File: src/verilog/dnc_settings.svh
// DNC addressing core settings: matrix size, fixed-point format and Wishbone register map
`ifndef DNC_SETTINGS_SVH
`define DNC_SETTINGS_SVH

// Matrix geometry
`define DNC_LOCATIONS     8
`define DNC_WORDS         4

// Fixed point, Q8.8 words and unsigned Q1.8 weights
`define DNC_WORD_BITS     16
`define DNC_FRAC_BITS     8
`define DNC_WEIGHT_BITS   9

// Register map, word addresses
`define DNC_WB_ADR_BITS   6
`define DNC_ADR_CTRL      6'h00
`define DNC_ADR_WEIGHT    6'h08
`define DNC_ADR_ERASE     6'h10
`define DNC_ADR_ADD       6'h14
`define DNC_ADR_READ      6'h18
`define DNC_ADR_MATRIX    6'h20

`endif

File: src/verilog/dnc_pkg.sv
// DNC addressing core types and the fixed-point weight scaling function
`include "dnc_settings.svh"

package dnc_pkg;

  typedef logic signed [`DNC_WORD_BITS-1:0] word_t;
  typedef logic [`DNC_WEIGHT_BITS-1:0] weight_t;
  typedef logic [$clog2(`DNC_LOCATIONS)-1:0] loc_idx_t;
  typedef logic [$clog2(`DNC_WORDS)-1:0] word_idx_t;

  typedef enum logic {
    MODE_WRITE,
    MODE_READ
  } step_mode_e;

  typedef enum logic [1:0] {
    ST_IDLE,
    ST_SWEEP_WRITE,
    ST_SWEEP_READ,
    ST_DRAIN
  } step_state_e;

  // Weight times word, arithmetic shift by the fraction, wrapped to a word
  function automatic word_t scale_word(input weight_t a, input word_t x);
    logic signed [`DNC_WEIGHT_BITS+`DNC_WORD_BITS:0] prod;
    prod = $signed({1'b0, a}) * x;
    return word_t'(prod >>> `DNC_FRAC_BITS);
  endfunction

endpackage

File: src/verilog/dnc_vector_bank.sv
// Host-written register bank of a generic payload with a combinational indexed read
`timescale 1ns/10ps

module dnc_vector_bank #(
  parameter type payload_t = logic [15:0],
  parameter int  DEPTH     = 4
) (
  input  logic                     CLK,
  input  logic                     RST,
  input  logic                     we,
  input  logic [$clog2(DEPTH)-1:0] wr_idx,
  input  payload_t                 wr_data,
  input  logic [$clog2(DEPTH)-1:0] rd_idx,
  output payload_t                 rd_data
);

  payload_t regs [DEPTH];

  always_ff @(posedge CLK or posedge RST) begin
    if (RST) begin
      for (int i = 0; i < DEPTH; i++) begin
        regs[i] <= '0;
      end
    end else if (we) begin
      regs[wr_idx] <= wr_data;
    end
  end

  assign rd_data = regs[rd_idx];

endmodule

File: src/verilog/dnc_cell_counter.sv
// Cell counter: sweeps location inside word over the whole matrix and flags the final cell
`timescale 1ns/10ps
`include "dnc_settings.svh"

module dnc_cell_counter (
  input  logic               CLK,
  input  logic               RST,
  input  logic               clear,
  input  logic               advance,
  output dnc_pkg::loc_idx_t  loc,
  output dnc_pkg::word_idx_t word,
  output logic               last
);

  import dnc_pkg::*;

  logic last_loc;

  assign last_loc = (loc == loc_idx_t'(`DNC_LOCATIONS - 1));
  assign last     = last_loc && (word == word_idx_t'(`DNC_WORDS - 1));

  always_ff @(posedge CLK or posedge RST) begin
    if (RST) begin
      loc  <= '0;
      word <= '0;
    end else if (clear) begin
      loc  <= '0;
      word <= '0;
    end else if (advance) begin
      if (last_loc) begin
        // Wraps back to cell (0,0) after the last cell
        loc  <= '0;
        word <= last ? '0 : word + 1'b1;
      end else begin
        loc <= loc + 1'b1;
      end
    end
  end

endmodule

File: src/verilog/dnc_step_fsm.sv
// Step FSM: sequences the erase-and-add and read sweeps, then drains the pipelines
`timescale 1ns/10ps

module dnc_step_fsm (
  input  logic                CLK,
  input  logic                RST,
  input  logic                start,
  input  logic                write_req,
  input  logic                read_req,
  input  logic                last,
  output logic                busy,
  output logic                done,
  output logic                advance,
  output logic                clear,
  output logic                cell_valid,
  output dnc_pkg::step_mode_e mode
);

  import dnc_pkg::*;

  step_state_e state;
  logic        pend_read;
  logic        drain_cnt;

  always_ff @(posedge CLK or posedge RST) begin
    if (RST) begin
      state     <= ST_IDLE;
      pend_read <= 1'b0;
      drain_cnt <= 1'b0;
      done      <= 1'b0;
    end else begin
      case (state)
        ST_IDLE: begin
          if (start) begin
            done      <= 1'b0;
            pend_read <= read_req;
            if (write_req) begin
              state <= ST_SWEEP_WRITE;
            end else if (read_req) begin
              state <= ST_SWEEP_READ;
            end
          end
        end
        ST_SWEEP_WRITE: begin
          // Combined command goes straight into the read sweep
          if (last) begin
            state <= pend_read ? ST_SWEEP_READ : ST_DRAIN;
          end
        end
        ST_SWEEP_READ: begin
          if (last) begin
            state <= ST_DRAIN;
          end
        end
        ST_DRAIN: begin
          drain_cnt <= ~drain_cnt;
          if (drain_cnt) begin
            state <= ST_IDLE;
            done  <= 1'b1;
          end
        end
        default: begin
          state <= ST_IDLE;
        end
      endcase
    end
  end

  assign busy       = (state != ST_IDLE);
  assign cell_valid = (state == ST_SWEEP_WRITE) || (state == ST_SWEEP_READ);
  // One cell per sweep cycle, counter held while draining
  assign advance    = cell_valid;
  assign clear      = start;
  assign mode       = (state == ST_SWEEP_READ) ? MODE_READ : MODE_WRITE;

endmodule

File: src/verilog/dnc_memory_matrix.sv
// Memory matrix with a two-stage erase-and-add write-back pipeline and a host port
`timescale 1ns/10ps
`include "dnc_settings.svh"

module dnc_memory_matrix (
  input  logic                CLK,
  input  logic                RST,
  // Sweep
  input  logic                cell_valid,
  input  dnc_pkg::step_mode_e mode,
  input  dnc_pkg::loc_idx_t   loc,
  input  dnc_pkg::word_idx_t  word,
  input  dnc_pkg::weight_t    w_j,
  input  dnc_pkg::weight_t    e_k,
  input  dnc_pkg::word_t      v_k,
  // Host
  input  logic                host_we,
  input  dnc_pkg::loc_idx_t   host_loc,
  input  dnc_pkg::word_idx_t  host_word,
  input  dnc_pkg::word_t      host_data,
  // Registered cell word
  output dnc_pkg::word_t      rd_data
);

  import dnc_pkg::*;

  word_t     mem [`DNC_LOCATIONS][`DNC_WORDS];
  loc_idx_t  a_loc;
  word_idx_t a_word;

  // Stage 1 operands
  logic      s1_upd;
  loc_idx_t  s1_loc;
  word_idx_t s1_word;
  weight_t   s1_w;
  weight_t   s1_e;
  word_t     s1_v;

  // Stage 2 result
  weight_t   erase_w;
  word_t     new_word;

  assign a_loc  = cell_valid ? loc : host_loc;
  assign a_word = cell_valid ? word : host_word;

  //////////////////////////////
  // Stage 1: read the cell
  //////////////////////////////

  always_ff @(posedge CLK or posedge RST) begin
    if (RST) begin
      s1_upd  <= 1'b0;
      rd_data <= '0;
    end else begin
      s1_upd  <= cell_valid && (mode == MODE_WRITE);
      rd_data <= mem[a_loc][a_word];
    end
  end

  always_ff @(posedge CLK) begin
    s1_loc  <= loc;
    s1_word <= word;
    s1_w    <= w_j;
    s1_e    <= e_k;
    s1_v    <= v_k;
  end

  //////////////////////////////
  // Stage 2: erase, add, write back
  //////////////////////////////

  // m - (w*e)*m + w*v, every product rescaled and wrapped
  always_comb begin
    erase_w  = weight_t'(scale_word(s1_w, word_t'(s1_e)));
    new_word = rd_data - scale_word(erase_w, rd_data) + scale_word(s1_w, s1_v);
  end

  always_ff @(posedge CLK or posedge RST) begin
    if (RST) begin
      for (int j = 0; j < `DNC_LOCATIONS; j++) begin
        for (int k = 0; k < `DNC_WORDS; k++) begin
          mem[j][k] <= '0;
        end
      end
    end else begin
      // Host writes only land while idle, so never collide with the sweep
      if (host_we) begin
        mem[host_loc][host_word] <= host_data;
      end
      if (s1_upd) begin
        mem[s1_loc][s1_word] <= new_word;
      end
    end
  end

endmodule

File: src/verilog/dnc_read_accumulator.sv
// Read accumulator: pipelined weighted sum over locations giving the read vector
`timescale 1ns/10ps
`include "dnc_settings.svh"

module dnc_read_accumulator (
  input  logic                CLK,
  input  logic                RST,
  input  logic                cell_valid,
  input  dnc_pkg::step_mode_e mode,
  input  dnc_pkg::word_idx_t  word,
  input  dnc_pkg::weight_t    w_j,
  input  dnc_pkg::loc_idx_t   loc,
  input  dnc_pkg::word_t      mem_data,
  input  dnc_pkg::word_idx_t  rd_idx,
  output dnc_pkg::word_t      rd_word
);

  import dnc_pkg::*;

  logic      last_loc_of_word;
  logic      s1_valid;
  logic      s1_first;
  logic      s1_last;
  weight_t   s1_w;
  word_idx_t s1_word;
  word_t     acc;
  word_t     sum;
  word_t     r [`DNC_WORDS];

  assign last_loc_of_word = (loc == loc_idx_t'(`DNC_LOCATIONS - 1));

  // Stage 1 lines up with the matrix read register
  always_ff @(posedge CLK or posedge RST) begin
    if (RST) begin
      s1_valid <= 1'b0;
    end else begin
      s1_valid <= cell_valid && (mode == MODE_READ);
    end
  end

  always_ff @(posedge CLK) begin
    s1_w     <= w_j;
    s1_word  <= word;
    s1_first <= (loc == '0);
    s1_last  <= last_loc_of_word;
  end

  // Sum restarts at location 0
  assign sum = (s1_first ? word_t'(0) : acc) + scale_word(s1_w, mem_data);

  always_ff @(posedge CLK or posedge RST) begin
    if (RST) begin
      acc <= '0;
      for (int k = 0; k < `DNC_WORDS; k++) begin
        r[k] <= '0;
      end
    end else if (s1_valid) begin
      acc <= sum;
      if (s1_last) begin
        r[s1_word] <= sum;
      end
    end
  end

  assign rd_word = r[rd_idx];

endmodule

File: src/verilog/dnc_wb_regs.sv
// Wishbone classic slave for the DNC core: decode, CTRL/status, host strobes, read-back mux
`timescale 1ns/10ps
`include "dnc_settings.svh"

module dnc_wb_regs (
  input  logic                         CLK,
  input  logic                         RST,
  // Wishbone
  input  logic                         wb_cyc,
  input  logic                         wb_stb,
  input  logic                         wb_we,
  input  logic [`DNC_WB_ADR_BITS-1:0]  wb_adr,
  input  logic [31:0]                  wb_dat_w,
  output logic                         wb_ack,
  output logic [31:0]                  wb_dat_r,
  // Step control
  input  logic                         busy,
  input  logic                         done,
  output logic                         start,
  output logic                         write_req,
  output logic                         read_req,
  // Vector banks
  output logic                         weight_we,
  output logic                         erase_we,
  output logic                         add_we,
  output logic [2:0]                   host_idx,
  output dnc_pkg::weight_t             host_weight,
  output dnc_pkg::word_t               host_word,
  // Matrix host port
  output logic                         mat_we,
  output dnc_pkg::loc_idx_t            mat_loc,
  output dnc_pkg::word_idx_t           mat_word,
  // Bank read indexes, sweep cell while busy
  input  dnc_pkg::loc_idx_t            sweep_loc,
  input  dnc_pkg::word_idx_t           sweep_word,
  output dnc_pkg::loc_idx_t            weight_idx,
  output dnc_pkg::word_idx_t           vec_idx,
  // Read-back data
  input  dnc_pkg::weight_t             weight_rd,
  input  dnc_pkg::weight_t             erase_rd,
  input  dnc_pkg::word_t               add_rd,
  input  dnc_pkg::word_t               mat_rd,
  input  dnc_pkg::word_t               read_rd
);

  logic req;
  logic wr_ok;
  logic sel_ctrl;
  logic sel_weight;
  logic sel_erase;
  logic sel_add;
  logic sel_read;
  logic sel_matrix;

  //////////////////////////////
  // Decode and handshake
  //////////////////////////////

  // New request, ack low so each access is seen once
  assign req   = wb_cyc & wb_stb & ~wb_ack;
  assign wr_ok = req & wb_we & ~busy;

  assign sel_ctrl   = (wb_adr == `DNC_ADR_CTRL);
  assign sel_weight = ((wb_adr >> 3) == (`DNC_ADR_WEIGHT >> 3));
  assign sel_erase  = ((wb_adr >> 2) == (`DNC_ADR_ERASE >> 2));
  assign sel_add    = ((wb_adr >> 2) == (`DNC_ADR_ADD >> 2));
  assign sel_read   = ((wb_adr >> 2) == (`DNC_ADR_READ >> 2));
  assign sel_matrix = ((wb_adr >> 5) == (`DNC_ADR_MATRIX >> 5));

  always_ff @(posedge CLK or posedge RST) begin
    if (RST) begin
      wb_ack <= 1'b0;
    end else begin
      wb_ack <= req;
    end
  end

  //////////////////////////////
  // Write side
  //////////////////////////////

  assign weight_we = wr_ok & sel_weight;
  assign erase_we  = wr_ok & sel_erase;
  assign add_we    = wr_ok & sel_add;
  assign mat_we    = wr_ok & sel_matrix;

  // CTRL bit 0 erase-and-add, bit 1 read
  assign start     = wr_ok & sel_ctrl & (wb_dat_w[0] | wb_dat_w[1]);
  assign write_req = wb_dat_w[0];
  assign read_req  = wb_dat_w[1];

  assign host_idx    = wb_adr[2:0];
  assign host_weight = wb_dat_w[`DNC_WEIGHT_BITS-1:0];
  assign host_word   = wb_dat_w[`DNC_WORD_BITS-1:0];

  // Cell (j,k) sits at matrix base + 4j + k
  assign mat_loc  = wb_adr[4:2];
  assign mat_word = wb_adr[1:0];

  // Banks have one read port, shared by the sweep and the host
  assign weight_idx = busy ? sweep_loc : wb_adr[2:0];
  assign vec_idx    = busy ? sweep_word : wb_adr[1:0];

  //////////////////////////////
  // Read-back mux
  //////////////////////////////

  // Weights zero-extend, signed words sign-extend through the size cast
  always_comb begin
    wb_dat_r = '0;
    if (sel_ctrl) begin
      wb_dat_r = {30'd0, done, busy};
    end else if (sel_weight) begin
      wb_dat_r = 32'(weight_rd);
    end else if (sel_erase) begin
      wb_dat_r = 32'(erase_rd);
    end else if (sel_add) begin
      wb_dat_r = 32'(add_rd);
    end else if (sel_read) begin
      wb_dat_r = 32'(read_rd);
    end else if (sel_matrix) begin
      wb_dat_r = 32'(mat_rd);
    end
  end

endmodule

File: src/verilog/dnc_addressing_top.sv
// DNC addressing core top: Wishbone slave, step FSM, cell counter and memory datapath
`timescale 1ns/10ps
`include "dnc_settings.svh"

module dnc_addressing_top (
  input  logic                        CLK,
  input  logic                        RST,
  input  logic                        wb_cyc,
  input  logic                        wb_stb,
  input  logic                        wb_we,
  input  logic [`DNC_WB_ADR_BITS-1:0] wb_adr,
  input  logic [31:0]                 wb_dat_w,
  output logic                        wb_ack,
  output logic [31:0]                 wb_dat_r
);

  import dnc_pkg::*;

  //////////////////////////////
  // Wires
  //////////////////////////////

  logic       start, write_req, read_req;
  logic       busy, done, advance, clear, cell_valid, last;
  step_mode_e mode;
  loc_idx_t   loc;
  word_idx_t  word;

  logic       weight_we, erase_we, add_we, mat_we;
  logic [2:0] host_idx;
  weight_t    host_weight;
  word_t      host_word;
  loc_idx_t   mat_loc, weight_idx;
  word_idx_t  mat_word, vec_idx;

  weight_t    w_j, e_k;
  word_t      v_k, mat_rd, read_rd;

  //////////////////////////////
  // Bus and control
  //////////////////////////////

  dnc_wb_regs u_wb_regs (
    .CLK(CLK), .RST(RST),
    .wb_cyc(wb_cyc), .wb_stb(wb_stb), .wb_we(wb_we), .wb_adr(wb_adr),
    .wb_dat_w(wb_dat_w), .wb_ack(wb_ack), .wb_dat_r(wb_dat_r),
    .busy(busy), .done(done), .start(start), .write_req(write_req), .read_req(read_req),
    .weight_we(weight_we), .erase_we(erase_we), .add_we(add_we), .host_idx(host_idx),
    .host_weight(host_weight), .host_word(host_word),
    .mat_we(mat_we), .mat_loc(mat_loc), .mat_word(mat_word),
    .sweep_loc(loc), .sweep_word(word), .weight_idx(weight_idx), .vec_idx(vec_idx),
    .weight_rd(w_j), .erase_rd(e_k), .add_rd(v_k), .mat_rd(mat_rd), .read_rd(read_rd)
  );

  dnc_step_fsm u_step_fsm (
    .CLK(CLK), .RST(RST),
    .start(start), .write_req(write_req), .read_req(read_req), .last(last),
    .busy(busy), .done(done), .advance(advance), .clear(clear),
    .cell_valid(cell_valid), .mode(mode)
  );

  dnc_cell_counter u_cell_counter (
    .CLK(CLK), .RST(RST), .clear(clear), .advance(advance),
    .loc(loc), .word(word), .last(last)
  );

  //////////////////////////////
  // Datapath
  //////////////////////////////

  dnc_vector_bank #(.payload_t(weight_t), .DEPTH(`DNC_LOCATIONS)) u_weight_bank (
    .CLK(CLK), .RST(RST), .we(weight_we), .wr_idx(host_idx), .wr_data(host_weight),
    .rd_idx(weight_idx), .rd_data(w_j)
  );

  dnc_vector_bank #(.payload_t(weight_t), .DEPTH(`DNC_WORDS)) u_erase_bank (
    .CLK(CLK), .RST(RST), .we(erase_we), .wr_idx(host_idx[1:0]), .wr_data(host_weight),
    .rd_idx(vec_idx), .rd_data(e_k)
  );

  dnc_vector_bank #(.payload_t(word_t), .DEPTH(`DNC_WORDS)) u_add_bank (
    .CLK(CLK), .RST(RST), .we(add_we), .wr_idx(host_idx[1:0]), .wr_data(host_word),
    .rd_idx(vec_idx), .rd_data(v_k)
  );

  dnc_memory_matrix u_memory_matrix (
    .CLK(CLK), .RST(RST),
    .cell_valid(cell_valid), .mode(mode), .loc(loc), .word(word),
    .w_j(w_j), .e_k(e_k), .v_k(v_k),
    .host_we(mat_we), .host_loc(mat_loc), .host_word(mat_word), .host_data(host_word),
    .rd_data(mat_rd)
  );

  // Low address bits also select r_k for host reads
  dnc_read_accumulator u_read_accumulator (
    .CLK(CLK), .RST(RST),
    .cell_valid(cell_valid), .mode(mode), .word(word), .w_j(w_j), .loc(loc),
    .mem_data(mat_rd), .rd_idx(mat_word), .rd_word(read_rd)
  );

endmodule

File: config.mk
export PLATFORM = sky130hd
export DESIGN_NAME = dnc_addressing_top
export DESIGN_NICKNAME = d
export VERILOG_FILES = /design/src/verilog/dnc_pkg.sv /design/src/verilog/dnc_vector_bank.sv /design/src/verilog/dnc_cell_counter.sv /design/src/verilog/dnc_step_fsm.sv /design/src/verilog/dnc_memory_matrix.sv /design/src/verilog/dnc_read_accumulator.sv /design/src/verilog/dnc_wb_regs.sv /design/src/verilog/dnc_addressing_top.sv
export VERILOG_INCLUDE_DIRS = /design/src /design/src/verilog
export SDC_FILE = /design/constraint.sdc
export NUM_CORES = 2
export LEC_CHECK = 0
export ABC_AREA = 1
export BUFFER_PORTS_ARGS = -buffer_cell sky130_fd_sc_hd__clkbuf_2
export CAP_MARGIN = 10
export CORE_ASPECT_RATIO = 0.7
export CORE_MARGIN = 1
export CORE_UTILIZATION = 47
export DETAILED_ROUTE_END_ITERATION = 8
export PLACE_DENSITY = 0.71
export SYNTH_ARGS = -nofsm -noshare
export SYNTH_HDL_FRONTEND = slang
export SYNTH_SLANG_ARGS = --single-unit
File: constraint.sdc
create_clock -name CLK -period 39.6 [get_ports CLK]
set_clock_uncertainty 0.15 [all_clocks]
set_input_delay 5.94 -clock CLK [delete_from_list [all_inputs] [get_ports CLK]]
set_output_delay 5.94 -clock CLK [all_outputs]
set_load 0.01 [all_outputs]
# Word-level counts from Yosys, hierarchy flattened
# Cells that the tools add are included.
dict set report classes {
  addsub 5
  n_mul 4
  n_lt_le_gt_ge 14
  eq_ne 14
  n_mux 68
  bitwise 24
  reduce_logical 21
}
# op count
set op_table {}
lappend op_table {{bitwise mux 512 bit} 2}
lappend op_table {{2-to-1 mux 512 bit} 2}
lappend op_table {{demux 64 bit (select 3 bit)} 2}
lappend op_table {{2-to-1 mux 64 bit} 4}
lappend op_table {{binary-select mux 64 bit (select 3 bit)} 1}
lappend op_table {{2-to-1 mux 32 bit} 6}
lappend op_table {{2-to-1 mux 16 bit} 9}
lappend op_table {{bitwise mux 64 bit} 2}
lappend op_table {{binary-select mux 16 bit (select 2 bit)} 3}
lappend op_table {{bitwise mux 72 bit} 1}
lappend op_table {{multiplier 10 x 16 -> 24 bit} 3}
lappend op_table {{demux 16 bit (select 2 bit)} 2}
lappend op_table {{2-to-1 mux 9 bit} 6}
lappend op_table {{bitwise mux 36 bit} 1}
lappend op_table {{adder 16 bit} 2}
lappend op_table {{binary-select mux 9 bit (select 3 bit)} 1}
lappend op_table {{demux 9 bit (select 3 bit)} 1}
lappend op_table {{2-to-1 mux 2 bit} 12}
lappend op_table {{greater-or-equal comparator 4 bit (second input constant)} 5}
lappend op_table {{inverter 3 -> 4 bit} 5}
lappend op_table {{binary-select mux 9 bit (select 2 bit)} 1}
lappend op_table {{demux 9 bit (select 2 bit)} 1}
lappend op_table {{multiplier 9 x 9 -> 17 bit} 1}
lappend op_table {{subtractor 16 bit} 1}
lappend op_table {{30 further kinds} 76}
dict set report word_totals {
  ff_bits 834
  input_bits 43
}

# Logic depth before layout (Yosys ltp)
dict set report logic_depth {
  ltp_word 11
  depth_mapped 64
  depth_no_buf 60
}

# By module
# Synthesis repeated with hierarchy kept, for this count alone.
dict set report hier_totals {
  cells_unflattened 8640
  hier_area_um2 64145.3
}
# mod instances cells_each area_each_um2 seq_area_each_um2
set modules_own_cells {}
lappend modules_own_cells {dnc_memory_matrix 1 5724 43017.5 14018.4}
lappend modules_own_cells {dnc_read_accumulator 1 1364 10119.7 2287.2}
lappend modules_own_cells {{dnc_vector_bank (u_weight_bank)} 1 490 3662.3 1801.7}
lappend modules_own_cells {{dnc_vector_bank (u_add_bank)} 1 471 3450.8 1601.5}
lappend modules_own_cells {{dnc_vector_bank (u_erase_bank)} 1 263 1925.6 900.9}
lappend modules_own_cells {dnc_wb_regs 1 239 1292.5 25.0}
lappend modules_own_cells {dnc_step_fsm 1 53 399.1 125.1}
lappend modules_own_cells {dnc_cell_counter 1 36 277.8 125.1}

# Least setup slack after synthesis
# Ideal clock, no wire load.
dict set report synth_timing {
  path_type {input to output}
  start {input port wb_adr[2]}
  end {output port wb_dat_r[16]}
  t_arrival_ns 8.080
  path_slack_ns 25.430
  stages 12
  cell_sequence {buf_2 -> clkinv_1 -> nor3_1 -> inv_1 -> nor2_1 -> clkbuf_1 -> inv_1 -> clkbuf_1 -> o221ai_1 -> o21ai_0 -> inv_1 -> buf_4}
}
dict set report synth_between {
  elab_chain_len 6
}
# item line_no
set synth_lines {}
lappend synth_lines {{from (decl)} dnc_addressing_top.sv:11} ;# input logic [`DNC_WB_ADR_BITS-1:0] wb_adr,
lappend synth_lines {{equality test 4 x 3 -> 1 bit} dnc_wb_regs.sv:67} ;# assign sel_read = ((wb_adr >> 2) == (`DNC_ADR_READ >> 2));
lappend synth_lines {{2-to-1 mux 32 bit} dnc_wb_regs.sv:119} ;# end else if (sel_read) begin
lappend synth_lines {{2-to-1 mux 32 bit} dnc_wb_regs.sv:117} ;# end else if (sel_add) begin
lappend synth_lines {{2-to-1 mux 32 bit} dnc_wb_regs.sv:115} ;# end else if (sel_erase) begin
lappend synth_lines {{2-to-1 mux 32 bit} dnc_wb_regs.sv:113} ;# end else if (sel_weight) begin
lappend synth_lines {{2-to-1 mux 32 bit *} dnc_wb_regs.sv:111} ;# if (sel_ctrl) begin
lappend synth_lines {{to (decl)} dnc_addressing_top.sv:14} ;# output logic [31:0] wb_dat_r
# Every way passes the cells marked *; elsewhere a longest branch is shown, timed or not.

# Worst setup path in the final report
dict set report layout_timing {
  start {input port wb_adr[0]}
  end {output port wb_dat_r[7]}
}
# item line_no
set layout_lines {}
lappend layout_lines {{2-to-1 mux 3 bit} dnc_wb_regs.sv:101} ;# assign weight_idx = busy ? sweep_loc : wb_adr[2:0];
lappend layout_lines {{inverter 3 -> 4 bit (not written as such)} dnc_vector_bank.sv:29} ;# assign rd_data = regs[rd_idx];
lappend layout_lines {{binary-select mux 9 bit (select 3 bit)} dnc_vector_bank.sv:29}
lappend layout_lines {{2-to-1 mux 9 bit (not written as such) (2 in a row)} dnc_vector_bank.sv:29}
lappend layout_lines {{via u_memory_matrix.w_j[7]} dnc_memory_matrix.sv:13} ;# input dnc_pkg::weight_t w_j,
lappend layout_lines {{2-to-1 mux 32 bit} dnc_wb_regs.sv:113}
lappend layout_lines {{2-to-1 mux 32 bit} dnc_wb_regs.sv:111}
# The timed path passes the listed nets, and every way through them passes these cells. The select of a mux whose other input is x is not followed.

==> flow_metrics.py <==
metrics = {
    "status": {
        "outcome": "complete, no violations",
    },
    "detailed_routing": {
        "drc": 0,
        "drtAntennaViolNets": 0,
        "vias_per_cell": 5.93,
        "vias": 56200,
        "wl_um": 218000,
        "drt_pass1_iterations": 7,
        "dr.first_iter.drc_count": 8016,
        "wl_per_cell_um": 23.0,
    },
    "clocking": {
        "cts_sinks": 834,
        "cts_buffers": 86,
        "htreeDepth": 3,
        "cts_resized": 0,
        "cts_tree": "yes",
        "clkSlewWorstSetupHoldPaths_ps": 60,
        "post-cts-setup-buffers": 0,
        "clockRootBuffer": "clkbuf_16",
        "clk_latency_ps": 700,
        "cts_hold_buf": 0,
        "clk_path_buf_depth": 3,
    },
    "timing": {
        "drv_slew": 0,
        "fin_crit_sh_pct": 39.1,
        "period_minus_slack_ps": 15470,
        "hold_viol": 0,
        "worst_pin_slew_ps": 1420,
        "setup_viol": 0,
        "slew_headroom_pct": 5.39,
        "rsz0062_at_grt": "no",
        "fmax_ghz": 0.0646,
        "tns_ps": 0,
    },
    "synth": {
        "syn_nets": 8623,
        "synth_flop_cell": "dfrtp_1",
        "synth_cell_types": 55,
        "yosysWarnings": 0,
        "synth_edf_count": 0,
        "ys_async_sr_fraction_pct": 95.1,
        "synth_area_per_cell_sq_um": 7.64,
        "synthesis.area_sq_mm": 0.0608,
        "ys_ff_latch": 834,
        "yosysSeqAreaShare_pct": 34.0,
        "syn_inst": 7952,
    },
    "floorplan": {
        "dieArea_sq_mm": 0.131,
        "coreArea_sq_mm": 0.127,
        "start_util_pct": 47.8,
        "fp.dieW_um": 432,
        "num_io_pins": 76,
        "rows": 109,
        "die-height_um": 303,
    },
    "cells_and_area": {
        "nFillCells": 12000,
        "final_nets": 8347,
        "area_growth_pct": 7.11,
        "mostFrequentLayoutCells": "1,465 x nand2_1, 1,344 x o21ai_0, 1,208 x inv_1",
        "mostFrequentLayoutCell": "nand2_1",
        "drive_gt1_share_pct": 5.02,
    },
    "placement": {
        "port_buffers": 59,
        "place.gp.congestion": 1.01,
        "hpwl_um": 145000,
    },
    "global_routing": {
        "grt_overflow_total": 0,
        "grtUsageTotal_pct": 33.2,
        "grt_pass1_wl_um": 329000,
        "grt_pass1_vias": 53100,
        "antenna_found_initial": 12,
        "grt_max_degree": 179,
    },
    "critical_path": {
        "critical_path_class": "in -> out",
        "cp-end-kind": "output pin",
        "cp_max_fo": 37,
        "startpoint_type": "primary input",
        "crit_required_ps": 33510,
        "arrival_ps": 9380,
    },
    "worst_hold_path": {
        "hold_path.class": "reg -> reg",
    },
    "run": {
        "maxCapViolCount": 0,
    },
}
==> worst max-delay path, stage by stage <==
cell and delay [ps]:
clkbuf_2 140, nor2_1 120, a21oi_2 130, buf_4 360, clkinv_1 840, o21ai_0 430, o22ai_1 110, nand2_1 100
nand2_1 270, o21ai_0 680, inv_1 80, clkbuf_2 150
==> area by class of cell <==
class / instances / area [sq um] / share of cell area (%)
diodes: 7 / 17.5 / 0.0269
multi-input cells: 5321 / 33300 / 51.2
inverters: 1255 / 4720 / 7.26
flip-flops and latches: 834 / 20700 / 31.7
well taps: 1720 / 2150 / 3.31
clock inverters: 41 / 586 / 0.899
clock buffers: 118 / 2430 / 3.74
repair buffers: 178 / 1220 / 1.88
==> path summary, 6_finish.rpt <==
path / endpoint / from / slack (ps) / cells after the start
max: wb_dat_r[7] / wb_adr[0] / 24130 / 12
max in group asynchronous: u_memory_matrix.mem[223] / RST / 30730 / 5
min in group asynchronous: u_read_accumulator.r[57] / RST / 5210 / 2
min reg2reg: u_memory_matrix.s1_loc[0] / u_cell_counter.loc[0] / 290 / 0
min: u_memory_matrix.s1_loc[0] / u_cell_counter.loc[0] / 290 / 0
max reg2reg: u_memory_matrix.mem[266] / u_read_accumulator.s1_w[3] / 26540 / 47
==> cells in the mapped netlist (29+ instances only) <==
master	instances	area share, %
nand2_1	1465	9.0
o21ai_0	1345	11
inv_1	1218	7.5
dfrtp_1	793	33
nor2_1	677	4.2
clkbuf_1	470	2.9
a21oi_1	469	3.9
fa_1	406	13
ha_1	222	4.6
nand3_1	123	1.0
o221ai_1	109	1.6
o22ai_1	108	1.1
o211ai_1	56	0.69
xor2_1	49	0.71
a31oi_1	43	0.44
dfxtp_1	41	1.4
xnor2_1	34	0.49
a22oi_1	29	0.36
==> per-layer routing <==
layer  vias to the layer above  part of all wire, %  wire length [um]  global-route usage, %
li1                      25000                    -                 -                      -
met1                     27100                   41             88400                   47.0
met2                      3573                   39             84300                   44.3
met3                       547                   16             35500                   14.3
met4                         8                  4.3              9280                   12.6
met5                         -                0.026                56                      0
==> metrics by stage <==
step           std cells  hold WS (ps)  utilization [%]  instance area (sq um)  worst slack, ps
3_5_place_dp        9307           270             48.8                  62100            24260
2_1_floorplan       7952           241                -                  60800            11240
3_3_place_gp        9307           269             48.8                  62100            24330
5_1_grt             9473           293             51.2                  65100            23810
4_1_cts             9466           284             51.1                  65100            24260
6_report            9474           290             51.2                  65100            24130
==> sequential cells by signal, indices dropped and copies added (netlist names), 16 cells and up <==
signal and cells:
u_memory_matrix.mem 512, u_read_accumulator.acc 16, u_erase_bank.regs 36, u_read_accumulator.r 64, u_memory_matrix.rd_data 16, u_add_bank.regs 64
u_weight_bank.regs 72, u_memory_matrix.s1_v 16
==> cell families after synthesis <==
family	after synthesis	share of synthesized area, %
DFF	834	34.0
adders and majority gates	628	17.9
xor gates and xnor gates	83	1.20
AOI/OAI and AO/OA	2263	20.5
and+or+nand+nor	2347	15.1
buffers and inverters	1797	11.3
Power is not shown: default switching activity piles up to over one toggle a cycle in this logic, so the estimate is an artifact.
